<file path="src/hw/sweep_counter.sv">
`timescale 1ns/100ps

module sweep_counter #(
    parameter int INDEX_WIDTH = 6
) (
    input  logic                   clk,
    input  logic                   rst_n,
    input  logic                   en,
    output logic [INDEX_WIDTH-1:0] sweep_index,
    output logic                   last
);

    // Restarts from set 0 every time a sweep begins
    always_ff @(posedge clk or negedge rst_n) begin
        if (!rst_n) begin
            sweep_index <= '0;
        end else if (en) begin
            sweep_index <= sweep_index + 1'b1;
        end else begin
            sweep_index <= '0;
        end
    end

    assign last = en && (&sweep_index);

endmodule

</file>
<file path="config.mk">
export PLATFORM = sky130hd
export DESIGN_NAME = sweep_counter
export DESIGN_NICKNAME = d
export VERILOG_FILES = /design/src/hw/sweep_counter.sv
export SDC_FILE = /design/constraint.sdc
export NUM_CORES = 1
export LEC_CHECK = 0
export BUFFER_PORTS_ARGS = -buffer_cell sky130_fd_sc_hd__buf_2
export CAP_MARGIN = 20
export CORE_AREA = 4 4 41 43
export DETAILED_ROUTE_END_ITERATION = 12
export DIE_AREA = 0 0 45 47
export GPL_TIMING_DRIVEN = 0
export HOLD_SLACK_MARGIN = 0.15
export PLACE_DENSITY = 0.47
export SLEW_MARGIN = 5
export SYNTH_ARGS = -nofsm -noshare
export SYNTH_HDL_FRONTEND = slang
export SYNTH_SLANG_ARGS = --single-unit
</file>
<file path="constraint.sdc">
create_clock -name clk -period 1.2 [get_ports clk]
set_input_delay 0.24 -clock clk [delete_from_list [all_inputs] [get_ports clk]]
set_output_delay 0.24 -clock clk [all_outputs]
set_load 0.005 [all_outputs]
</file>
## After elaboration in Yosys (flattened, before gate mapping)

Cells that the tools add are included.

- Div/mod/pow operators: 0
- Equality and inequality tests: 0
- Add/subtract/negate cells: 1
- Bitwise operators: 0
- Magnitude comparators: 0
- Shift operators: 0
- Multiplexer cells: 1
- Reduce and logical (&&, ||, !) cells: 2
- Multiply operators: 0

Operators by type and width:

| cell | count |
|---|---|
| $add A6 B1 Y6 const B | 1 |
| $mux W6 | 1 |
| $reduce_and A6 Y1 | 1 |
| $logic_and A1 B1 Y1 | 1 |

- Word-level logic and storage cells: 5
- Bits in writable memories: 0
- Memory bits (read-only): 0
- Memories: 0
- Latch bits: 0
- Flip-flop bits (word level): 6
- Bits of input ports: 3

## Logic depth before layout (Yosys ltp)

- Depth after elaboration: 2
- Gate-level depth with buffers: 4

## Worst setup path after synthesis

Ideal clock, no wire load.

- Kind: register -> register
- From: register sweep_index[2]
- To: register sweep_index[5]
- Cell stages (with the launch flop): 4
- Buffers on the path: 0
- Data required time: 1.117 ns
- Setup slack: 0.037 ns
- Data arrival time: 1.080 ns
- Setup time: 0.083 ns
- Cell sequence: dfrtp_1 nand3_2 or4b_1 o21ai_0

- Longest elaborated chain between the ends: 2

RTL lines:

| element | RTL line | text |
|---|---|---|
| start: declaration | 9 | `output logic [INDEX_WIDTH-1:0] sweep_index,` |
| start signal: assignment | 18 | `sweep_index <= sweep_index + 1'b1;` |
| $add A6 B1 Y6 | 18 |  |
| $mux W6 | 17 | `end else if (en) begin` |

No other way between the ends.

## Worst setup path in the final report

- From: register sweep_index[0]
- To: output last

- Longest elaborated chain between the ends: 2

RTL lines:

| element | RTL line | text |
|---|---|---|
| $reduce_and A6 Y1 | 24 | `assign last = en && (&sweep_index);` |
| $logic_and A1 B1 Y1 | 24 |  |
| end: declaration | 10 | `output logic last` |

No other way between the ends.

==> flow_summary.json <==
{
  "final_util": 0.361,
  "routed_via_density": 4.31,
  "die_area_mm2": 0.00212,
  "synth_top_area_cell": "dfrtp_1",
  "largest_register_ffs": 6,
  "globalRouteTotalUtil": 0.0786,
  "htreeDepth": 1,
  "critPathMaxFanout": 2,
  "grt_setup_unrepaired": "true",
  "setup_viol": 6,
  "drt_wl_total_um": 701,
  "fin_crit_sh": 1.09,
  "p_switching_mw": 0.122,
  "io-pin-count": 10,
  "clk_pin_slew_ps": 50,
  "comb_power_share": 0.150,
  "grt_pass1_vias": 249,
  "nNetsFinal": 50,
  "hp-class": "in2reg",
  "avgSynthCellArea_um2": 11.3,
  "synth.yosys.seq_area_share": 0.556,
  "yosysTopAreaCellShare": 0.556,
  "synthToLayoutAreaGrowth_pct": 73.6,
  "grt_max_degree": 8,
  "regMostFlops": "sweep_index",
  "die_width_um": 45,
  "async_reset_ff_frac": 1.00,
  "totalPowerFinal_mw": 0.494,
  "critical_path_class": "reg2out",
  "vdd_drop_max_mv": 0.427,
  "drive_gt1_frac": 0.545,
  "setup_ws_ps": -114,
  "fmax_mhz": 761,
  "finalCriticalPeriod_ps": 1310,
  "required_ps": 960,
  "worstPathArrival_ps": 1070,
  "tightest_slew_ps": 158,
  "fp.dieH_um": 47,
  "swShare": 0.247,
  "gp_congestion": 0.660,
  "p_int_mw": 0.372,
  "fin_cells": 59,
  "setup_tns_ps": -334,
  "outcome": "finished, violations left",
  "insertion_delay_ps": 250,
  "synthFlopType": "dfrtp_1",
  "first_pass_iters": 1,
  "drc": 0,
  "synth_seq_cells": 6,
  "synth_edf_count": 0,
  "clockPowerShare": 0.398,
  "cts_tree": "done",
  "slew_headroom": 0.895,
  "diodes": 0,
  "wl_per_cell_um": 11.9,
  "p_per_area_mw_per_mm2": 1050,
  "grt_pass1_wl_mm": 1.04,
  "cts.sinks": 6,
  "power_frac_seq": 0.452,
  "vias": 254,
  "synth_area_leaders": "dfrtp_1, and2_1, xnor2_1",
  "drv_slew": 0,
  "endpoint_kind": "primary output",
  "reg.largest.list": "sweep_index x6",
  "synth-warning-count": 0,
  "postRouteAntennaNets": 0,
  "clock_skew_ps": 3.96,
  "rows": 13,
  "dp.cells": 48,
  "synthCells": 24,
  "coreArea_mm2": 0.00130,
  "synth_cell_type_count": 13,
  "initial_core_util": 0.208,
  "cts_buffers": 3,
  "worstPathCellList": "ha_4 > nand2_2 > nor3_2 > buf_2",
  "syn_area_um2": 270,
  "violations": "setup timing",
  "post-place-ws_ps": -55.7,
  "drtIter0Drc": 0,
  "p_leak_nw": 0.226,
  "max_stage_delay_ps": 410,
  "syn_nets": 28,
  "grt_antenna_before_repair": 0,
  "clock-root-buffer": "clkbuf_4",
  "overflow": 0,
  "critPathLaunchType": "flip-flop",
  "io_buffers": 9,
  "synth_commonest_cells": "dfrtp_1, and2_1, nand2_1, xnor2_1",
  "yosysMostFrequentCell": "dfrtp_1",
  "hold_violations": 0,
  "cp_slowest_cell": "dfrtp_1",
  "cts_buffer_depth": 2,
  "maxCapViolations": 0
}
## routing by layer
metal / global-route usage / share of wire
met1: 0.0645 / 0.40
met3: 0.0421 / 0.10
met2: 0.127 / 0.48
met5: 0 / 0
met4: 0.0877 / 0.020
## logic make-up (layout without fill, tap and decap cells)
| kind of cell | after synthesis | in the layout | synth area share |
|---|---|---|---|
| AO/OA/AOI/OAI | 1 | 1 | 0.0185 |
| XOR/XNOR | 3 | 3 | 0.0972 |
| adder cells (fa/ha/maj) | 1 | 1 | 0.0463 |
| buffers and inverters | 0 | 20 | 0 |
| flip-flops | 6 | 6 | 0.556 |
| AND/OR/NAND/NOR | 13 | 13 | 0.282 |
## per-stage QoR
stage	cell area (um^2)	hold WS [ps]
detailed placement	334	79.1
floorplan	270	-55.6
finish	469	272
global placement	334	68.5
global route	469	282
CTS	402	274
## area by class of cell
class                           instances  area [um^2]
Timing Repair Buffer                   17          129
Sequential cell                         6          151
Fill cell                             143          832
Tap cell                               15         18.8
Clock buffer                            3         22.5
Multi-Input combinational cell         18          148
## power groups by stage
| stage | Sequential (mW) | Clock (mW) | Combinational [mW] |
|---|---|---|---|
| 4_1_cts | 0.221 | 0.207 | 0.0508 |
| 6_report | 0.224 | 0.197 | 0.0744 |
| 3_5_place_dp | 0.224 | 0 | 0.0328 |
| 3_3_place_gp | 0.223 | 0 | 0.0319 |
| 2_1_floorplan | 0.224 | 0 | 0.0121 |
| 5_1_grt | 0.224 | 0.218 | 0.0805 |
## critical path: cells and delay by family (launching register included)
family / cells / cell delay [ps]
DFF: 1 / 410
buffers and inverters: 1 / 130
and+or+nand+nor: 2 / 130
adders and majority gates: 1 / 160
## worst paths after layout
kind | startpoint | to | slack (ps) | depth (start not counted)
worst max-delay path | sweep_index[0] | last | -110 | 4
max in group asynchronous | rst_n | sweep_index[2] | 690 | 2
worst min-delay path | en | sweep_index[3] | 270 | 2
worst max register to register | sweep_index[0] | sweep_index[5] | -70 | 4
min in group asynchronous | rst_n | sweep_index[4] | 340 | 2
worst min register to register | sweep_index[5] | sweep_index[5] | 580 | 2
## repair_timing
item,CTS,global route
buffers inserted,3,4
pin swaps,2,5
setup endpoints to repair,2,2
resized for setup,3,9
hold buffers,1,0
hold endpoints to repair,6,0
## cell usage in the layout, fill, tap and decap left out, drive strengths merged
master       count
dfrtp            6
ha               1
or4b             1
nand3            2
nor2b            1
xnor2            2
clkbuf           3
and2             4
xor2             1
nor2             1
nor3             1
buf             16
o21ai            1
dlygate4sd3      1
nand2            3
(Power assumes the default switching activity.)
