===== config.mk =====
export PLATFORM = sky130hd
export DESIGN_NAME = tag_way
export DESIGN_NICKNAME = d
export VERILOG_FILES = /design/src/hw/cache_pkg.sv /design/src/hw/tag_way.sv
export SDC_FILE = /design/constraint.sdc
export NUM_CORES = 1
export LEC_CHECK = 0
export BUFFER_PORTS_ARGS = -buffer_cell sky130_fd_sc_hd__clkbuf_2
export CORE_UTILIZATION = 35
export CTS_CLUSTER_SIZE = 40
export DETAILED_ROUTE_END_ITERATION = 8
export PLACE_DENSITY = 0.58
export SYNTH_ARGS = -nofsm -noshare
export SYNTH_HDL_FRONTEND = slang
export SYNTH_SLANG_ARGS = --single-unit

===== constraint.sdc =====
create_clock -name clk -period 3.1 [get_ports clk]
set_clock_uncertainty 0.15 [all_clocks]
set_input_delay 0.465 -clock clk [delete_from_list [all_inputs] [get_ports clk]]
set_output_delay 0.465 -clock clk [all_outputs]
set_load 0.05 [all_outputs]

===== src/hw/cache_pkg.sv =====
package cache_pkg;

    ////////////////////////////////////////
    // Bus and line geometry
    ////////////////////////////////////////

    localparam int ADDR_WIDTH   = 32;
    localparam int WORD_WIDTH   = 64;
    localparam int LINE_BYTES   = 32;
    localparam int LINE_WIDTH   = LINE_BYTES * 8;
    localparam int OFFSET_WIDTH = $clog2(LINE_BYTES);

    ////////////////////////////////////////
    // Encodings
    ////////////////////////////////////////

    // Store size, 1 << len bytes
    typedef enum logic [1:0] {
        LEN_BYTE,
        LEN_HALF,
        LEN_WORD,
        LEN_DOUBLE
    } access_len_e;

    typedef enum logic [2:0] {
        ST_IDLE,
        ST_LOOKUP,
        ST_MISS,
        ST_REPLACE,
        ST_REFILL,
        ST_WRITE,
        ST_SWEEP
    } cache_state_e;

endpackage


===== src/hw/tag_way.sv =====
`timescale 1ns/100ps

module tag_way
    import cache_pkg::*;
#(
    parameter int  INDEX_WIDTH = 6,
    localparam int TAG_WIDTH   = ADDR_WIDTH - INDEX_WIDTH - OFFSET_WIDTH
) (
    input  logic                   clk,
    input  logic                   en,
    input  logic                   we,
    input  logic [INDEX_WIDTH-1:0] index,
    input  logic [TAG_WIDTH-1:0]   wr_tag,
    input  logic                   wr_valid,
    input  logic                   wr_dirty,
    input  logic [TAG_WIDTH-1:0]   lookup_tag,
    output logic                   hit,
    output logic [TAG_WIDTH-1:0]   rd_tag,
    output logic                   rd_dirty
);

    // Entry layout is dirty, valid, tag
    logic [TAG_WIDTH+1:0] entries [2**INDEX_WIDTH];
    logic                 rd_valid;

    // Read returns the entry as it was before a same-cycle write
    always_ff @(posedge clk) begin
        if (en) begin
            if (we) begin
                entries[index] <= {wr_dirty, wr_valid, wr_tag};
            end
            {rd_dirty, rd_valid, rd_tag} <= entries[index];
        end
    end

    assign hit = rd_valid && (rd_tag == lookup_tag);

endmodule


# --- Yosys cells after proc, flatten, opt, wreduce, memory -nomap -nowiden ---
# Memory sizes are Yosys's and may differ from the RTL's. A register that Yosys moved wholly into a read port is not among the register bits.
# Index checks and enable logic that the tools add are counted.
# Widths: inputs -> output; s select.
classes:
  muxes: 3
  eq_ne: 1
  n_reduce_logical: 1
op_table:
  columns: ["operator", "count"]
  rows:
  - ["$eq 21x21->1", 1]
  - ["$mux 1", 3]
  - ["$logic_and 1x1->1", 1]
word_totals:
  out_inout_bits: 23
  memories: 1
  wordCells: 6
  reg_bits: 0
  ramBits: 1472
mem_list:
  columns: ["memory", "depth", "width", "read_ports", "rd_ports_with_merged_regs", "wr", "line_no", "text"]
  rows:
  - ["entries", 64, 23, 1, 1, 1, "tag_way.sv:23", "logic [TAG_WIDTH+1:0] entries [2**INDEX_WIDTH];"]

# --- Logic depth before layout (Yosys ltp) ---
depth:
  ltp_word: 3
  mapped_depth: 11
  ltp_nobuf: 6

# --- Worst setup path after synthesis ---
# No wires, ideal clock.
synth_timing:
  path_kind: "input-to-reg"
  start: "in index[2]"
  end: "mem entries[13][0] (netlist name), enable pin"
  required_time_ps: 2547
  stages: 8
  arrival_time_ps: 2815
  setup_time_ps: 403
  slack_ps: -268
  path_cell_list: "buf_2 clkinv_1 clkbuf_1 clkbuf_1 buf_1 nor2_1 nand2_1 nor2_1"
synth_rtl:
  columns: ["item", "line_no", "text"]
  rows:
  - ["start, declared", "tag_way.sv:12", "input logic [INDEX_WIDTH-1:0] index,"]
  - ["end, declared", "tag_way.sv:23", null]
# No word-level cell before the write port.

# --- Worst setup path in the final report ---
layout_timing:
  start: "reg rd_tag[11] (read register of entries)"
  end: "out hit"
layout_via:
  elab_chain_len: 2
layout_lines:
  columns: ["item", "line_no", "text"]
  rows:
  - ["start, declared", "tag_way.sv:18", "output logic [TAG_WIDTH-1:0] rd_tag,"]
  - ["$eq 21x21->1", "tag_way.sv:36", "assign hit = rd_valid && (rd_tag == lookup_tag);"]
  - ["$logic_and 1x1->1", "tag_way.sv:36", null]
  - ["end, declared", "tag_way.sv:17", "output logic hit,"]
# Every way passes these cells.

==> metrics.md <==
| Metric | Value |
|---|---|
| Outcome | completed |
| Max Cap Violations | 0 |
| H-tree Lvls | 4 |
| Compound-gate portion of the synthesized area | a little under an eighth |
| Area leader, netlist | edfxtp_1 |
| Final-report hold violation count | 0 |
| Register area share after synthesis | 78.6% |
| Io pins | between 70 and 80 |
| DRC violations left | 0 |
| Number of global-route vias before repair | 34,062 |
| Maximum clock path buffer count | 3 |
| Synth top area cells | edfxtp_1 (79%), a221oi_1 (3.4%), a22oi_1 (3.2%) |
| Mux cell area share after synthesis | 4.58% |
| TNS Setup | 0 ns |
| Post-route minimum period | 3.04 ns |
| Synth Area in XOR/XNOR | 0.322% |
| 1st-pass router iterations | 6 |
| Largest stage delay, worst path | 0.52 ns |
| Post-DRT Antenna Nets | 0 |
| Synth Area in Simple Gates | between 2 and 3% |
| DP Cell Count | slightly below 6,000 |
| Wirelength, routed | roughly 200,000 µm |
| Crit Path Max Fanout | 2 |
| Final setup vio count | 0 |
| Worst path cell trace | xor2_1 -> buf_6 -> nor4_2 -> nand4_1 -> nor2_1 -> clkbuf_8 |
| Period utilisation layout | between 90 and 100% |
| Antenna violations before repair | 8 |
| Kind of critical path | reg2out |
| Worst Reg-to-Reg Cells | 8 |
| Vias per std cell | 5.89 |
| CTS Hold Buffers Added | 0 |
| Initial DRC count | about 5,400 |
| Ys async rst share | 0% |
| Worst r2r src | entries[61][4] |
| Cell count of the worst hold path | 2 |
| Starting Density | ~35% |
| Clock latency on the worst-skew pair | ~0.8 ns |
| R2r endpoint | rd_tag[4] |
| Die height | about 410 µm |
| Layout Nets | about 3,800 |
| Data arrival, critical path | around 2.4 ns |
| Power Density | around 620 mW/mm² |
| Number of synthesized register bits | about 1,500 |
| Synth warn | 0 |
| Top cell type's share of synthesized area | 78.6% |
| Worst endpoint required time | between 2 and 2.5 ns |
| CTS tree | done |
| FF-to-FF setup slack | 0.17 ns |
| Post-Syn Nets | 3,285 |
| Clock sink count | around 1,500 |
| Worst-path clk slew | ~0.060 ns |
| Synth cell count leaders | edfxtp_1 (1,495), a22oi_1 (246), a221oi_1 (223) |
| Cells after Synth | 3,232 |
| Layout Cells excl Fill | a little over 6,000 |
| Least-Margin Pin Slew | about 1.2 ns |
| Fin. max-slew vios | 0 |
| Detailed-route via count | approximately 36,000 |
| Synth cell types | 57 |
| Synth Cell Area | ~0.057 mm² |
| Root Buffer | clkbuf_16 |
| Adder-cell share of the synthesized area | 0% |
| Setup crit end kind | primary output |
| P_leak | roughly 23 nW |
| Syn_area_per_cell | ~18 µm² |
| Die area | around 0.16 mm² |
| Die width | roughly 410 µm |
| # fillers | 14,135 |
| Share of post-route cells with drive strength above 1 | a little over a quarter |
| CTS buffer count | between 150 and 200 |
| Startpoint type of the worst setup path | flip-flop |
| Routability cong. | just over 0.9 |
| Slew HR | between 10% and 20% |
| Max Freq | between 300 and 400 MHz |
| Core area | approximately 0.16 mm² |
| Wire length of the first global-routing pass | roughly 270,000 µm |
| FP Rows | about 150 |
| Routed WL per cell | 32.2 µm |
| Cell with the most instances after synthesis | edfxtp_1 |
| Min-delay src | wr_tag[13] |
| GRT Total Usage | a little under a quarter |
| Largest net degree at the start of global routing | 65 |
| Crit-path slowest cell | edfxtp_1 |
| Worst hold path type | in2reg |
| Largest family of logic cells by synthesized area | compound AO/OA/AOI/OAI gates |
| Post-synth EDFFs | approximately 1,500 |
| Layout area overhead | 22.8% |
| Gr ovfl total | 0 |
| Detail Placement HPWL | roughly 130,000 µm |
| Main synth FF type | edfxtp_1 |
| I/O Buffers | 75 |
| Hold worst-path end | entries[34][13] |
| Max rail drop VDD | between 0.4 and 0.5 mV |
==> report_power, final <==
group	internal, mW	switching [mW]	total [mW]
Clock	10.2	7.81	18.0
Sequential	22.4	0.0821	22.4
Combinational	1.09	2.14	3.23
Total	33.6	10.0	43.7
==> worst max path at each step <==
stage,start,end,slack [ns],depth (start not counted)
after floorplan,index[2],entries[13][0],-0.27,8
after global placement,index[4],rd_tag[2],-0.41,9
after detailed placement,index[0],rd_tag[2],-0.44,10
after CTS,rd_tag[12],hit,-0.05,6
after global routing,rd_tag[19],hit,-0.005,6
final,rd_tag[11],hit,0.06,6
==> stage by stage <==
step           area, µm²  power (mW)  hold WS [ns]  setup WS (ns)  util (%)
2_1_floorplan      57100        24.0         0.414         -0.268         -
3_3_place_gp       65200        26.0         0.621         -0.410      40.4
3_5_place_dp       65200        26.0         0.625         -0.435      40.4
4_1_cts            70100        43.8        0.0145        -0.0474      43.5
5_1_grt            70200        44.7        0.0151       -0.00504      43.5
6_report           70200        43.7        0.0275         0.0558      43.5
==> critical path, delay by kind of cell, from the launching register on <==
kind	cells	cell delay (ns)
buffers and inverters	2	0.38
xor gates and xnor gates	1	0.21
DFF	1	0.52
and+or+nand+nor	3	0.52
==> registers in the layout (all words and copies together), names as in the netlist <==
register	count
rd_dirty	1
entries	1472
rd_tag	21
rd_valid	1
==> per-layer routing <==
layer	track usage, %	wire length (µm)	vias up
met5	0	49	-
met2	36.1	88200	2012
met1	32.8	78400	18682
li1	-	-	14655
met3	5.03	20300	345
met4	9.22	8220	8
==> cell type report <==
cell class / instances / area [µm²] / area share [%]
sequential: 1495 / 44900 / 64.0
tap: 2160 / 2700 / 3.85
clock buffer: 201 / 4090 / 5.83
clock inverter: 73 / 743 / 1.06
inverter: 4 / 20.0 / 0.0285
timing repair buffer: 645 / 6380 / 9.09
multi-input combinational: 1485 / 11300 / 16.2
antenna: 1 / 2.50 / 0.00357
==> timing repair <==
| item | CTS | global route |
|---|---|---|
| resized for setup | 9 | 7 |
| endpoints found under the setup margin | 1 | 1 |
| pin swaps | 0 | 5 |
| setup buffers | 1 | 3 |
==> cell usage in the layout (no fill, tap or decap), types with 5 or more instances in the layout <==
cell type,synthesis,layout
buf_6,5,5
clkbuf_16,0,157
buf_4,24,432
a222oi_1,6,6
xor2_1,20,18
nor2_1,160,95
nand3_1,25,24
clkinv_1,2,29
clkinvlp_4,0,6
clkbuf_1,92,44
mux2i_1,104,104
a211oi_1,14,14
a311oi_1,12,12
o221ai_1,36,36
nand2_1,70,70
a22o_1,27,27
mux2_2,72,72
a31oi_1,16,16
a221o_1,14,14
or3_1,17,17
o21ai_0,111,109
a22oi_1,246,246
o22ai_1,108,108
a21oi_1,65,65
clkbuf_2,0,71
mux4_2,34,34
nor4_1,9,5
a221oi_1,223,223
or4_1,8,8
nor3_1,18,17
nand4_1,13,13
nor2_2,1,64
buf_12,0,134
clkinv_2,0,15
bufinv_16,0,10
edfxtp_1,1495,1495
==> kinds of logic (layout without fill, tap and decap cells) <==
kind of cell,after synthesis,in the layout
AO/OA/AOI/OAI,909,909
XOR/XNOR,21,21
buffers and inverters,252,923
flip-flops,1495,1495
multiplexers,210,210
other,0,1
AND/OR/NAND/NOR,345,345
No activity file was read; power rests on OpenSTA's default activity.
