===== config.mk =====
export PLATFORM = sky130hd
export DESIGN_NAME = cache_fsm
export DESIGN_NICKNAME = d
export VERILOG_FILES = /design/src/hw/cache_pkg.sv /design/src/hw/cache_fsm.sv
export SDC_FILE = /design/constraint.sdc
export NUM_CORES = 1
export LEC_CHECK = 0
export ABC_AREA = 1
export BUFFER_PORTS_ARGS = -buffer_cell sky130_fd_sc_hd__buf_2
export CAP_MARGIN = 20
export CELL_PAD_IN_SITES_DETAIL_PLACEMENT = 0
export CELL_PAD_IN_SITES_GLOBAL_PLACEMENT = 2
export CORE_UTILIZATION = 21
export DETAILED_ROUTE_END_ITERATION = 8
export PLACE_DENSITY_LB_ADDON = 0.12
export SETUP_SLACK_MARGIN = 0.5
export SYNTH_ARGS = -nofsm -noshare
export SYNTH_HDL_FRONTEND = slang
export SYNTH_SLANG_ARGS = --single-unit
export TNS_END_PERCENT = 5

===== constraint.sdc =====
create_clock -name clk -period 4.8 [get_ports clk]
set_clock_uncertainty 0.2 [all_clocks]
set_input_delay 0.96 -clock clk [delete_from_list [all_inputs] [get_ports clk]]
set_output_delay 0.96 -clock clk [all_outputs]
set_load 0.05 [all_outputs]

===== src/hw/cache_pkg.sv =====
package cache_pkg;

    ////////////////////////////////////////
    // Bus and line geometry
    ////////////////////////////////////////

    localparam int ADDR_WIDTH   = 32;
    localparam int WORD_WIDTH   = 64;
    localparam int LINE_BYTES   = 32;
    localparam int LINE_WIDTH   = LINE_BYTES * 8;
    localparam int OFFSET_WIDTH = $clog2(LINE_BYTES);

    ////////////////////////////////////////
    // Encodings
    ////////////////////////////////////////

    // Store size, 1 << len bytes
    typedef enum logic [1:0] {
        LEN_BYTE,
        LEN_HALF,
        LEN_WORD,
        LEN_DOUBLE
    } access_len_e;

    typedef enum logic [2:0] {
        ST_IDLE,
        ST_LOOKUP,
        ST_MISS,
        ST_REPLACE,
        ST_REFILL,
        ST_WRITE,
        ST_SWEEP
    } cache_state_e;

endpackage


===== src/hw/cache_fsm.sv =====
`timescale 1ns/100ps

module cache_fsm
    import cache_pkg::*;
(
    input  logic         clk,
    input  logic         rst_n,
    input  logic         valid_in,
    input  logic         fence_i,
    input  logic         req_write,
    input  logic         hit0,
    input  logic         hit1,
    input  logic         victim_dirty,
    input  logic         w_rdy,
    input  logic         r_rdy,
    input  logic         re_valid,
    input  logic         sweep_last,
    output cache_state_e state,
    output logic         addr_ok,
    output logic         data_ok,
    output logic         capture,
    output logic         array_en,
    output logic         sweep_en,
    output logic         fill_from_mem,
    output logic         victim_way,
    output logic         hit_way,
    output logic         tag_we0,
    output logic         tag_we1,
    output logic         tag_wr_valid,
    output logic         data_we0,
    output logic         data_we1,
    output logic         r_req,
    output logic         w_req
);

    cache_state_e next_state;
    logic         hit;
    logic         load_hit;
    logic         store_hit_write;
    logic         fill_done;

    ////////////////////////////////////////
    // State register
    ////////////////////////////////////////

    // Leaving reset runs one full invalidation sweep
    always_ff @(posedge clk or negedge rst_n) begin
        if (!rst_n) begin
            state <= ST_SWEEP;
        end else begin
            state <= next_state;
        end
    end

    always_comb begin
        next_state = state;
        case (state)
            ST_IDLE: begin
                if (valid_in) begin
                    next_state = ST_LOOKUP;
                end else if (fence_i) begin
                    next_state = ST_SWEEP;
                end
            end
            ST_LOOKUP: begin
                if (!hit) begin
                    next_state = ST_MISS;
                end else if (req_write) begin
                    next_state = ST_WRITE;
                end else if (!valid_in) begin
                    next_state = ST_IDLE;
                end
            end
            // Clean victims skip the write-back
            ST_MISS: begin
                if (!victim_dirty || w_rdy) begin
                    next_state = ST_REPLACE;
                end
            end
            ST_REPLACE: begin
                if (r_rdy) begin
                    next_state = ST_REFILL;
                end
            end
            ST_REFILL: begin
                if (re_valid) begin
                    next_state = ST_IDLE;
                end
            end
            ST_WRITE: next_state = ST_IDLE;
            ST_SWEEP: begin
                if (sweep_last) begin
                    next_state = ST_IDLE;
                end
            end
            default: next_state = ST_IDLE;
        endcase
    end

    // Replacement way flips on every lookup
    always_ff @(posedge clk or negedge rst_n) begin
        if (!rst_n) begin
            victim_way <= 1'b0;
        end else if (state == ST_LOOKUP) begin
            victim_way <= ~victim_way;
        end
    end

    ////////////////////////////////////////
    // Handshakes and array strobes
    ////////////////////////////////////////

    assign hit       = hit0 | hit1;
    assign hit_way   = hit1;
    assign load_hit  = (state == ST_LOOKUP) && hit && !req_write;
    assign fill_done = (state == ST_REFILL) && re_valid;

    // Tag outputs still hold the lookup result in ST_WRITE
    assign store_hit_write = (state == ST_WRITE);

    assign addr_ok = (state == ST_IDLE) || load_hit;
    assign capture = valid_in && addr_ok;
    assign data_ok = load_hit || store_hit_write || fill_done;

    assign sweep_en      = (state == ST_SWEEP);
    assign fill_from_mem = (state == ST_REFILL);
    assign array_en      = capture || sweep_en || store_hit_write || fill_done;

    assign data_we0 = (store_hit_write && hit0) || (fill_done && !victim_way);
    assign data_we1 = (store_hit_write && hit1) || (fill_done && victim_way);

    // Sweep clears both ways at once
    assign tag_we0      = sweep_en || data_we0;
    assign tag_we1      = sweep_en || data_we1;
    assign tag_wr_valid = !sweep_en;

    assign w_req = (state == ST_MISS) && victim_dirty;
    assign r_req = (state == ST_REPLACE);

    assert property (@(posedge clk) disable iff (!rst_n)
        w_req && !w_rdy |=> w_req);

    // A line is never cached in both ways
    assert property (@(posedge clk) disable iff (!rst_n)
        state == ST_LOOKUP |-> !(hit0 && hit1));

endmodule


======== After elaboration in Yosys (flattened, before gate mapping) ========
Index checks and enable logic that the tools add are counted.
cells by class
  eq/ne operators ......................... 12
  muxes and demuxes ....................... 10
  bitwise operators ....................... 2
  reduce and logical (&&, ||, !) cells .... 26
operators with widths
  cell                  number
  $mux W3               9
  $pmux W3 S6           1
  $logic_or A1 B1 Y1    11
  $eq A3 B3 Y1 const B  3
  $logic_and A1 B1 Y1   9
  $ne A2 B2 Y1 const B  4
  $eq A3 B2 Y1 const B  2
  $reduce_and A6 Y1     1
  $logic_not A1 Y1      4
  $ne A4 B4 Y1 const B  1
  $eq A3 B1 Y1 const B  1
  $logic_not A3 Y1      1
  $ne A3 B3 Y1 const B  1
  $not A1 Y1            1
  $or A1 B1 Y1          1
word-level totals
  register bits ........................... 4
  input port bits ......................... 12
  output and inout port bits .............. 18
  word-level logic and storage cells ...... 52

======== Depth between registers and ports, before layout ========
  word-level depth ........................ 8
  mapped depth ............................ 9
  depth with buffers taken out ............ 8

======== Least setup slack after synthesis ========
OpenSTA, ideal clock, no wires.
  path kind ............................... register to output
  start point ............................. reg state[2]
  end point ............................... out tag_we0
  data arrival time ....................... 2.777 ns
  data required time ...................... 3.640 ns
  path slack .............................. 0.863 ns
  cell stages (with the launch flop) ...... 8
  buffers on the path ..................... 1
  cells stage by stage .................... dfstp_2 > buf_4 > inv_4 > nor3_2 > nand2_1 > o22ai_2 > inv_1 > nand2_1
on the way
  word-level cells in the longest chain between the ends .. 5
  elaborated cells on any way between the ends .. 8
  classes of those cells .................. 3 x eq/ne; 5 x reduce/logical
RTL lines
  what                    RTL line          text
  from (decl)             cache_fsm.sv:18   output cache_state_e state,
  from (signal assigned)  cache_fsm.sv:51   state <= next_state;
  $eq A3 B3 Y1            n/a
  net fill_from_mem       cache_fsm.sv:24   output logic fill_from_mem,
  $logic_and A1 B1 Y1     cache_fsm.sv:116  assign fill_done = (state == ST_REFILL) && re_valid;
  $logic_and A1 B1 Y1     cache_fsm.sv:129  assign data_we0 = (store_hit_write && hit0) || (fill_done && !victim_way);
  $logic_or A1 B1 Y1      cache_fsm.sv:129
  net data_we0            cache_fsm.sv:30   output logic data_we0,
  $logic_or A1 B1 Y1      cache_fsm.sv:133  assign tag_we0 = sweep_en || data_we0;
  to (decl)               cache_fsm.sv:27   output logic tag_we0,
The timed path passes the listed nets, and every way through them passes these cells.

======== Worst setup path in the final report ========
  start point ............................. in hit1
  end point ............................... out data_ok
on the way
  word-level cells in the longest chain between the ends .. 5
RTL lines
  what                               RTL line          text
  from (decl)                        cache_fsm.sv:12   input logic hit1,
  $or A1 B1 Y1                       cache_fsm.sv:113  assign hit = hit0 | hit1;
  $logic_and A1 B1 Y1 (2 in series)  cache_fsm.sv:115  assign load_hit = (state == ST_LOOKUP) && hit && !req_write;
  $logic_or A1 B1 Y1 (2 in series)   cache_fsm.sv:123  assign data_ok = load_hit || store_hit_write || fill_done;
  to (decl)                          cache_fsm.sv:20   output logic data_ok,
No other way between the ends.

==> impl_metrics.ini <==
[clock_network]
cts.reportedPaths.clkPinSlew_ns = 0.04
cts.sinks = 4
h-tree-depth = 1
post_cts_resized = 0
cts_setup_buffers = 0
insertion_delay_ns = 0.23
cts_buffers = 3
cts_tree = yes
postCtsHoldBufs = 0
cts_root_buf = clkbuf_4
clockBufferDepth = 2

[cells_and_area]
layout.nets = 121
n_antenna_cell = 0
syn2layout_area_growth_pct = 35.6
fillers = 260
finish.utilization = 0.307
final_cell_mix = buf_2 (29), nand2_1 (20), inv_1 (12), nand3_1 (8), nor2_1 (8)
final_common_cell = buf_2
drive_gt1_frac = 0.477

[sta]
hold_violations = 0
setup_tns_ns = 0
period_needed_ns = 3.00
setup_viol = 0
period_share = 0.625
timing.final.ws_setup_ns = 1.80
worst_pin_slew_ns = 0.271
rsz0062_at_grt = false
slew_violations = 0
max_freq_ghz = 0.333
fin_hold_ws_ns = 0.324
maxSlewHeadroom = 0.819

[yosys]
synth_top_area_share = 0.149
netlist_area_um2 = 505
synthCells = 78
synth-seq-area-share = 0.203
ys_types = 21
synth_fp_nets = 90
synth-seq-cells = 4
ys_warn_count = 0
synth.area.top_cells = nand2_1 (15%), dfstp_2 (10%), dfrtp_1 (9.9%)
yosysTopAreaCell = nand2_1
postSynthAreaPerCell_um2 = 6.48

[setup_path]
crit_type = input port to output port
worst-path-buf-inv = 3
critPathCaptureType = output port
reg2reg_slack_ns = 3.15
cp_common_cell = buf_2
crit_family = simple AND/OR/NAND/NOR gates
arrival_ns = 1.84
cp_slowest_cell = or2_2
worst_r2r_endpoint = state[0]$_DFFE_PN0P_
cp_cell_sequence = buf_2, inv_1, nand2_1, nand3_2, nor2_1, or2_2, buf_2
worstPathRequired_ns = 3.64
crit_start = hit1
worstRegToRegCells = 7
crit_fanout = 3
crit_path_start_kind = input port
slowest_delay_ns = 0.28
r2r-start = state[1]$_DFFE_PN1P_

[placed_design]
dpl_worst_slack_ns = 1.80
gp_congestion = 0.690
port_buffers = 29
hpwl_mm = 1.15

[route]
num_vias = 565
drc = 0
viasPerCell = 4.19
wl_per_cell_um = 10.1
drt_iter0_markers = 8
firstDrtPassIters = 4
drtAntennaViolNets = 0
drt_wl_total_mm = 1.36

[floorplan]
num_rows = 17
initial_core_util = 0.226
die-area_um2 = 2610
core_area_um2 = 2230
die_h_um = 51.1
ios = 30
die_w_um = 51.1

[grt]
antenna_found_initial = 0
grt_pass1_vias = 544
grt_pass1_wl_mm = 2.37
gr-total-overflow = 0
grt_use_total = 0.119
grt_max_degree = 12

[outcome]
status = completed

[worst_hold_path]
hold_class = input port to asynchronous set/reset pin

[pwr]
p_leak_uw = 0.000412
pwr_density_cell_nw_per_um2 = 837
worst_ir_drop_vdd_uv = 372

[job]
maxCapViolations = 0
-- registers in the layout (all words and copies together) (netlist names) --
name / flops
state: 3
victim_way: 1
-- through the flow --
step | instance area [um2] | cells | power, uW
global placement | 663 | 132 | 543
floorplan | 505 | 78 | 456
finish | 686 | 135 | 574
CTS | 686 | 135 | 585
detailed placement | 663 | 132 | 542
global route | 686 | 135 | 621
-- worst max-delay path by stage --
stage | slack [ns] | cells past startpoint | endpoint
3_3_place_gp | 1.82 | 7 | data_ok
4_1_cts | 1.80 | 7 | data_ok
2_1_floorplan | 0.86 | 7 | tag_we0
5_1_grt | 1.74 | 8 | array_en
6_report | 1.80 | 7 | data_ok
3_5_place_dp | 1.80 | 7 | data_ok
-- synth_stat cells (all sizes together) --
cell type / n
o22ai: 2
nor2: 13
inv: 14
dfstp: 2
or2: 3
nand3: 10
nor3: 3
dfrtp: 2
xor2: 1
nand4: 1
buf: 3
nand2: 21
nand3b: 3
-- layer usage --
metal  GRT usage  vias to the layer above  wire, um
met5           0                        -         0
li1            -                      301         -
met4      0.0278                        0         0
met1       0.163                      245       665
met3      0.0298                        0        85
met2       0.184                       19       611
-- cells by family (layout without fill, tap and decap cells) --
family | Yosys count | after routing | share of synthesized area
simple gates | 54 | 54 | 0.577
buf+inv | 17 | 46 | 0.153
flops | 4 | 4 | 0.203
compound gates | 2 | 2 | 0.0495
xor+xnor | 1 | 1 | 0.0173
-- power breakdown --
| part | switching, uW | total [uW] | leakage, uW | internal, uW |
|---|---|---|---|---|
| Clock | 12.5 | 40.4 | 0.0000138 | 27.9 |
| Combinational | 327 | 435 | 0.000353 | 108 |
| Sequential | 41.9 | 99.1 | 0.0000452 | 57.2 |
| Total | 381 | 574 | 0.000412 | 193 |
-- layout make-up --
type | count | area [um2] | share of cell area
Multi-Input combinational cell | 57 | 325 | 0.474
Clock buffer | 3 | 22.5 | 0.0328
Tap cell | 28 | 35.0 | 0.0511
Sequential cell | 4 | 103 | 0.150
Timing Repair Buffer | 29 | 145 | 0.212
Inverter | 14 | 55.1 | 0.0803
No activity file was read; power rests on OpenSTA's default activity.
