`config.mk`:
```
export PLATFORM = sky130hd
export DESIGN_NAME = request_datapath
export DESIGN_NICKNAME = d
export VERILOG_FILES = /design/src/hw/cache_pkg.sv /design/src/hw/request_datapath.sv
export SDC_FILE = /design/constraint.sdc
export NUM_CORES = 1
export LEC_CHECK = 0
export ABC_AREA = 1
export BUFFER_PORTS_ARGS = -buffer_cell sky130_fd_sc_hd__buf_4
export CORE_AREA = 2 2 620 622
export CTS_CLUSTER_DIAMETER = 100
export CTS_CLUSTER_SIZE = 20
export DETAILED_ROUTE_END_ITERATION = 8
export DIE_AREA = 0 0 622 624
export MAX_ROUTING_LAYER = met4
export SLEW_MARGIN = 30
export SYNTH_ARGS = -nofsm -noshare
export SYNTH_HDL_FRONTEND = slang
export SYNTH_SLANG_ARGS = --single-unit
```
`constraint.sdc`:
```
create_clock -name clk -period 1.8 [get_ports clk]
set_input_delay 0 -clock clk [delete_from_list [all_inputs] [get_ports clk]]
set_output_delay 0 -clock clk [all_outputs]
set_load 0.05 [all_outputs]
```
`src/hw/cache_pkg.sv`:
```
package cache_pkg;

    ////////////////////////////////////////
    // Bus and line geometry
    ////////////////////////////////////////

    localparam int ADDR_WIDTH   = 32;
    localparam int WORD_WIDTH   = 64;
    localparam int LINE_BYTES   = 32;
    localparam int LINE_WIDTH   = LINE_BYTES * 8;
    localparam int OFFSET_WIDTH = $clog2(LINE_BYTES);

    ////////////////////////////////////////
    // Encodings
    ////////////////////////////////////////

    // Store size, 1 << len bytes
    typedef enum logic [1:0] {
        LEN_BYTE,
        LEN_HALF,
        LEN_WORD,
        LEN_DOUBLE
    } access_len_e;

    typedef enum logic [2:0] {
        ST_IDLE,
        ST_LOOKUP,
        ST_MISS,
        ST_REPLACE,
        ST_REFILL,
        ST_WRITE,
        ST_SWEEP
    } cache_state_e;

endpackage

```
`src/hw/request_datapath.sv`:
```
`timescale 1ns/100ps

module request_datapath
    import cache_pkg::*;
#(
    parameter int  INDEX_WIDTH = 6,
    localparam int TAG_WIDTH   = ADDR_WIDTH - INDEX_WIDTH - OFFSET_WIDTH
) (
    input  logic                   clk,
    input  logic                   rst_n,
    input  logic                   capture,
    input  logic                   sweep_en,
    input  logic                   fill_from_mem,
    input  logic                   victim_way,
    input  logic                   hit_way,
    input  logic [ADDR_WIDTH-1:0]  addr,
    input  logic [WORD_WIDTH-1:0]  data_in,
    input  logic [1:0]             len,
    input  logic                   write,
    input  logic [LINE_WIDTH-1:0]  line0,
    input  logic [LINE_WIDTH-1:0]  line1,
    input  logic [LINE_WIDTH-1:0]  re_data,
    input  logic [INDEX_WIDTH-1:0] sweep_index,
    input  logic [TAG_WIDTH-1:0]   victim_tag0,
    input  logic [TAG_WIDTH-1:0]   victim_tag1,
    output logic [INDEX_WIDTH-1:0] array_index,
    output logic [TAG_WIDTH-1:0]   req_tag,
    output logic                   req_write,
    output logic [LINE_WIDTH-1:0]  merged_line,
    output logic [WORD_WIDTH-1:0]  data_out,
    output logic [ADDR_WIDTH-1:0]  r_addr,
    output logic [ADDR_WIDTH-1:0]  w_addr,
    output logic [LINE_WIDTH-1:0]  w_data
);

    logic [INDEX_WIDTH-1:0]  req_index;
    logic [OFFSET_WIDTH-1:0] req_offset;
    logic [WORD_WIDTH-1:0]   req_data;
    access_len_e             req_len;
    logic [LINE_WIDTH-1:0]   base_line;
    logic [LINE_WIDTH-1:0]   shifted_line;
    logic [LINE_WIDTH-1:0]   len_mask;
    logic [LINE_WIDTH-1:0]   store_mask;
    logic [LINE_WIDTH-1:0]   store_line;
    logic [TAG_WIDTH-1:0]    victim_tag;

    ////////////////////////////////////////
    // Request register
    ////////////////////////////////////////

    always_ff @(posedge clk or negedge rst_n) begin
        if (!rst_n) begin
            req_write <= 1'b0;
        end else if (capture) begin
            req_write <= write;
        end
    end

    always_ff @(posedge clk) begin
        if (capture) begin
            req_tag    <= addr[ADDR_WIDTH-1 -: TAG_WIDTH];
            req_index  <= addr[OFFSET_WIDTH +: INDEX_WIDTH];
            req_offset <= addr[OFFSET_WIDTH-1:0];
            req_data   <= data_in;
            req_len    <= access_len_e'(len);
        end
    end

    // New request index while capturing, so the arrays read it at once
    assign array_index = capture  ? addr[OFFSET_WIDTH +: INDEX_WIDTH] :
                         sweep_en ? sweep_index : req_index;

    ////////////////////////////////////////
    // Load extraction and store merge
    ////////////////////////////////////////

    assign base_line    = fill_from_mem ? re_data : (hit_way ? line1 : line0);
    assign shifted_line = base_line >> {req_offset, 3'b000};
    assign data_out     = shifted_line[WORD_WIDTH-1:0];

    always_comb begin
        case (req_len)
            LEN_BYTE:   len_mask = LINE_WIDTH'({8{1'b1}});
            LEN_HALF:   len_mask = LINE_WIDTH'({16{1'b1}});
            LEN_WORD:   len_mask = LINE_WIDTH'({32{1'b1}});
            LEN_DOUBLE: len_mask = LINE_WIDTH'({WORD_WIDTH{1'b1}});
        endcase
    end

    // Bytes shifted past the line end fall off, which clips the store
    assign store_mask  = len_mask << {req_offset, 3'b000};
    assign store_line  = LINE_WIDTH'(req_data) << {req_offset, 3'b000};
    assign merged_line = req_write ? ((base_line & ~store_mask) | (store_line & store_mask))
                                   : base_line;

    ////////////////////////////////////////
    // Memory side addresses
    ////////////////////////////////////////

    assign victim_tag = victim_way ? victim_tag1 : victim_tag0;

    assign r_addr = {req_tag, req_index, {OFFSET_WIDTH{1'b0}}};
    assign w_addr = {victim_tag, req_index, {OFFSET_WIDTH{1'b0}}};
    assign w_data = victim_way ? line1 : line0;

endmodule

```
---- Yosys cells after proc, flatten, opt, wreduce, memory -nomap -nowiden ----
Index checks and enable logic that the tools add are counted.
Widths: inputs -> output; s select.
operators by class
  add/sub/neg operators ................... 0
  $mul .................................... 0
  div/mod/pow operators ................... 0
  $lt $le $gt $ge ......................... 0
  equality and inequality tests ........... 3
  shift-type cells ........................ 3
  mux-type cells .......................... 8
  bitwise logic cells ..................... 4
  reduce and logical (&&, ||, !) cells .... 1
operators with widths
  kind                count
  $mux 256            4
  $pmux 256 s4        1
  $and 256x256->256   2
  $not 256->256       1
  $or 256x256->256    1
  $shl 256x8->256     1
  $shl 64x8->256      1
  $shr 256x8->64      1
  $mux 21             1
  $mux 6              2
  $eq 2x2->1 const B  2
  $eq 2x1->1 const B  1
  $logic_not 2->1     1
word-level totals
  register bits after elaboration ......... 99
  latch bits .............................. 0
  bits in writable memories ............... 0
  ROM bits ................................ 0
  word-level logic and storage cells ...... 25
  memories ................................ 0

---- Longest topological paths before layout ----
  depth in word-level cells ............... 7
  depth in mapped cells ................... 14

---- Worst setup path after synthesis ----
No wires, ideal clock.
  path kind ............................... register to output
  start point ............................. register req_write
  end point ............................... output port merged_line[49]
  arrival time ............................ 2597 ps
  required time ........................... 1800 ps
  setup slack ............................. -797 ps
  stages on the path, launching flop included .. 7
  path buffers ............................ 2
  cell sequence ........................... dfrtp_1 inv_1 nor2_1 buf_2 nand3_1 buf_2 o21ai_0
between the ends
  word-level cells in the longest chain between the ends .. 1
ends and longest elaborated chain
  item                      RTL line                text
  start: declaration        request_datapath.sv:28  output logic req_write,
  start signal: assignment  request_datapath.sv:55  req_write <= write;
  $mux 256                  request_datapath.sv:93  assign merged_line = req_write ? ((base_line & ~store_mask) | (store_line & store_mask))
  end: declaration          request_datapath.sv:29  output logic [LINE_WIDTH-1:0] merged_line,
No other way between the ends.

---- Final worst setup path ----
  start point ............................. register req_offset[0]
  end point ............................... output port data_out[60]
between the ends
  word-level cells in the longest chain between the ends .. 1
ends and longest elaborated chain
  item                      RTL line                text
  start: declaration        request_datapath.sv:37  logic [OFFSET_WIDTH-1:0] req_offset;
  start signal: assignment  request_datapath.sv:63  req_offset <= addr[OFFSET_WIDTH-1:0];
  $shr 256x8->64            request_datapath.sv:78  assign shifted_line = base_line >> {req_offset, 3'b000};
  end: declaration          request_datapath.sv:30  output logic [WORD_WIDTH-1:0] data_out,
No other way between the ends.

==> flow_summary.json <==
{
  "die_w_um": 622,
  "drtPass1Iterations": 6,
  "post-dp-hpwl_um": 501000,
  "hold_viol_final": 0,
  "grt_antenna_before_repair": 375,
  "h-tree-depth": 3,
  "cts_tree": "yes",
  "grt_pass1_wl_um": 663000,
  "core.rowCount": 227,
  "overflow": 0,
  "hold_path.class": "input port to flip-flop",
  "grt_max_degree": 57,
  "synth_area_leaders": "nand3_1 (30%), nand2_1 (21%), mux2_2 (10%)",
  "syn_area_per_cell_um2": 5.38,
  "endpoint_kind": "output port",
  "layout_common_cells": "buf_4 (2,498), nand3_1 (1,684), nand2_1 (1,510)",
  "relSlewSlack": 0.619,
  "drtIter0Drc": 6499,
  "grt_pass1_vias": 53600,
  "drcViolationCount": 0,
  "cap_violations": 0,
  "layout-drive-gt1-share": 0.510,
  "fmax_mhz": 327,
  "fill_cells": 44000,
  "crit_type": "flip-flop to output port",
  "timing.hold.ws_ns": 0.0716,
  "skew_ns": 0,
  "p_leak_nw": 30.6,
  "die_h_um": 624,
  "synth_seq_cells": 99,
  "core_um2": 381000,
  "routed_wl_um": 552000,
  "yosysSeqAreaShare": 0.101,
  "slew_violations": 0,
  "setup_viol": 320,
  "post_drt_wl_per_cell_um": 41.2,
  "vias_per_cell": 4.21,
  "synth_top_area_share": 0.298,
  "nets": 9139,
  "period_share": 1.70,
  "area_delta_synth_final_pct": 130,
  "start_kind": "flip-flop",
  "ctsRootBufferMaster": "clkbuf_16",
  "gp_congestion": 1.06,
  "synthesis.area_um2": 29500,
  "outcome": "complete, but fails checks",
  "yosys.area.top_type": "nand3_1",
  "rsz0062_at_grt": "yes",
  "port_buffers": 1579,
  "ys_types": 35,
  "cts_buffer_depth": 2,
  "grt.total_usage": 0.278,
  "ir_worst_vdd_mv": 0.328,
  "finalWorstSetupSlack_ns": -1.25,
  "post-place-ws_ns": -1.50,
  "syn_inst": 5485,
  "worst_slew_pin_slew_ns": 0.572,
  "final_common_cell": "buf_4",
  "cts_made_buffers": 9,
  "num_io_pins": 1590,
  "failed_checks": "setup timing",
  "arrival_ns": 3.05,
  "powerDensity_nw_per_um2": 604,
  "drtAntennaViolNets": 0,
  "ys_warn_count": 0,
  "required_ns": 1.80,
  "clk_latency_ns": 0.40,
  "dr_total_vias": 56500,
  "cts.sinks": 99,
  "start_util": 0.0774,
  "dieArea_um2": 388000,
  "path_clk_slew_ns": 0.08,
  "cp_max_fo": 8,
  "period_needed_ns": 3.05
}
metrics by stage:
| stage | total power [mW] | utilization | setup TNS, ns | instances | instance area [um^2] |
|---|---|---|---|---|---|
| final | 40.9 | 0.178 | -341.20 | 13400 | 67800 |
| after global routing | 42.0 | 0.178 | -376.94 | 13400 | 67700 |
| after CTS | 39.7 | 0.171 | -333.52 | 13200 | 65000 |
| after detailed placement | 36.3 | 0.163 | -215.50 | 13100 | 62100 |
| after global placement | 36.4 | 0.163 | -216.42 | 13100 | 62100 |
| after floorplan | 16.6 | - | -15.77 | 5494 | 31100 |
area by class of cell:
class | instances | area (um^2) | share of cell area
sequential | 99 | 2970 | 0.0438
clock buffer | 9 | 225 | 0.00332
inverter | 89 | 393 | 0.00580
antenna | 150 | 375 | 0.00554
clock inverter | 7 | 91.3 | 0.00135
tap | 5038 | 6300 | 0.0930
multi-input combinational | 4847 | 27200 | 0.401
timing repair buffer | 3170 | 30200 | 0.446
timing repair inverter | 1 | 11.3 | 0.000166
synthesized netlist by cell type, drive strengths merged:
library cell	count
conb	1
clkbuf	124
o21ai	390
and3	2
a21oi	84
o211ai	37
nor3	9
nor2	350
nand2	1619
nand4	2
a31oi	4
dfrtp	1
or2	242
o31ai	2
nand3	1760
and2	33
mux2	274
o22ai	17
a22oi	8
inv	89
edfxtp	98
buf	335
o21a	4
final timing paths:
path | endpoint | slack (ns) | from | depth (start not counted)
worst max-delay path | data_out[60] | -1.25 | req_offset[0]$_DFFE_PP_ | 13
worst min-delay path | req_data[56]$_DFFE_PP_ | 0.07 | capture | 1
worst max register to register | req_write$_DFFE_PN0P_ | 1.05 | req_write$_DFFE_PN0P_ | 3
worst min register to register | req_write$_DFFE_PN0P_ | 0.67 | req_write$_DFFE_PN0P_ | 3
max in group asynchronous | req_write$_DFFE_PN0P_ | 1.17 | rst_n | 3
min in group asynchronous | req_write$_DFFE_PN0P_ | 0.52 | rst_n | 3
flip-flops by register name, summed over array words and instances, names as in the netlist:
register    cells
req_data       64
req_index       6
req_len         2
req_offset      5
req_tag        21
req_write       1
what timing repair did:
action | in CTS | in global routing
setup endpoints to repair | 320 | 320
endpoints found under the hold margin | 100 | 0
resized for setup | 341 | 391
hold buffers | 101 | 0
buffers inserted | 11 | 43
cloned | 5 | 19
pin swaps | 29 | 44
worst max-delay path: stages, from the launching register on:
cell      delay (ns)
edfxtp_1        0.48
buf_12          0.21
buf_12          0.16
buf_16          0.18
buf_4           0.16
buf_4           0.13
nand3_1         0.19
nand3_1         0.20
nand3_1         0.19
nand3_1         0.13
nor2_1          0.05
buf_4           0.17
nor2_4          0.11
buf_4           0.25
power by group:
part	switching [mW]	internal, mW	total [mW]
clock network	1.15	1.00	2.15
logic	23.5	12.4	35.9
registers	0.185	2.74	2.93
total	24.8	16.1	40.9
per-layer routing:
| metal | share of wire | global-route usage |
|---|---|---|
| met2 | 0.46 | 0.450 |
| met1 | 0.37 | 0.297 |
| met3 | 0.097 | 0.0927 |
| met4 | 0.078 | 0.162 |
| met5 | 0 | - |
kinds of logic (layout without fill, tap and decap cells):
logic type,Yosys count,in the layout,share of synthesized area
AOI/OAI and AO/OA,546,546,0.0987
buffers and inverters,548,3276,0.0848
DFF,99,99,0.101
muxes,274,274,0.105
other,1,160,0.000127
and+or+nand+nor,4017,4017,0.611
No activity file was read; power rests on OpenSTA's default activity.
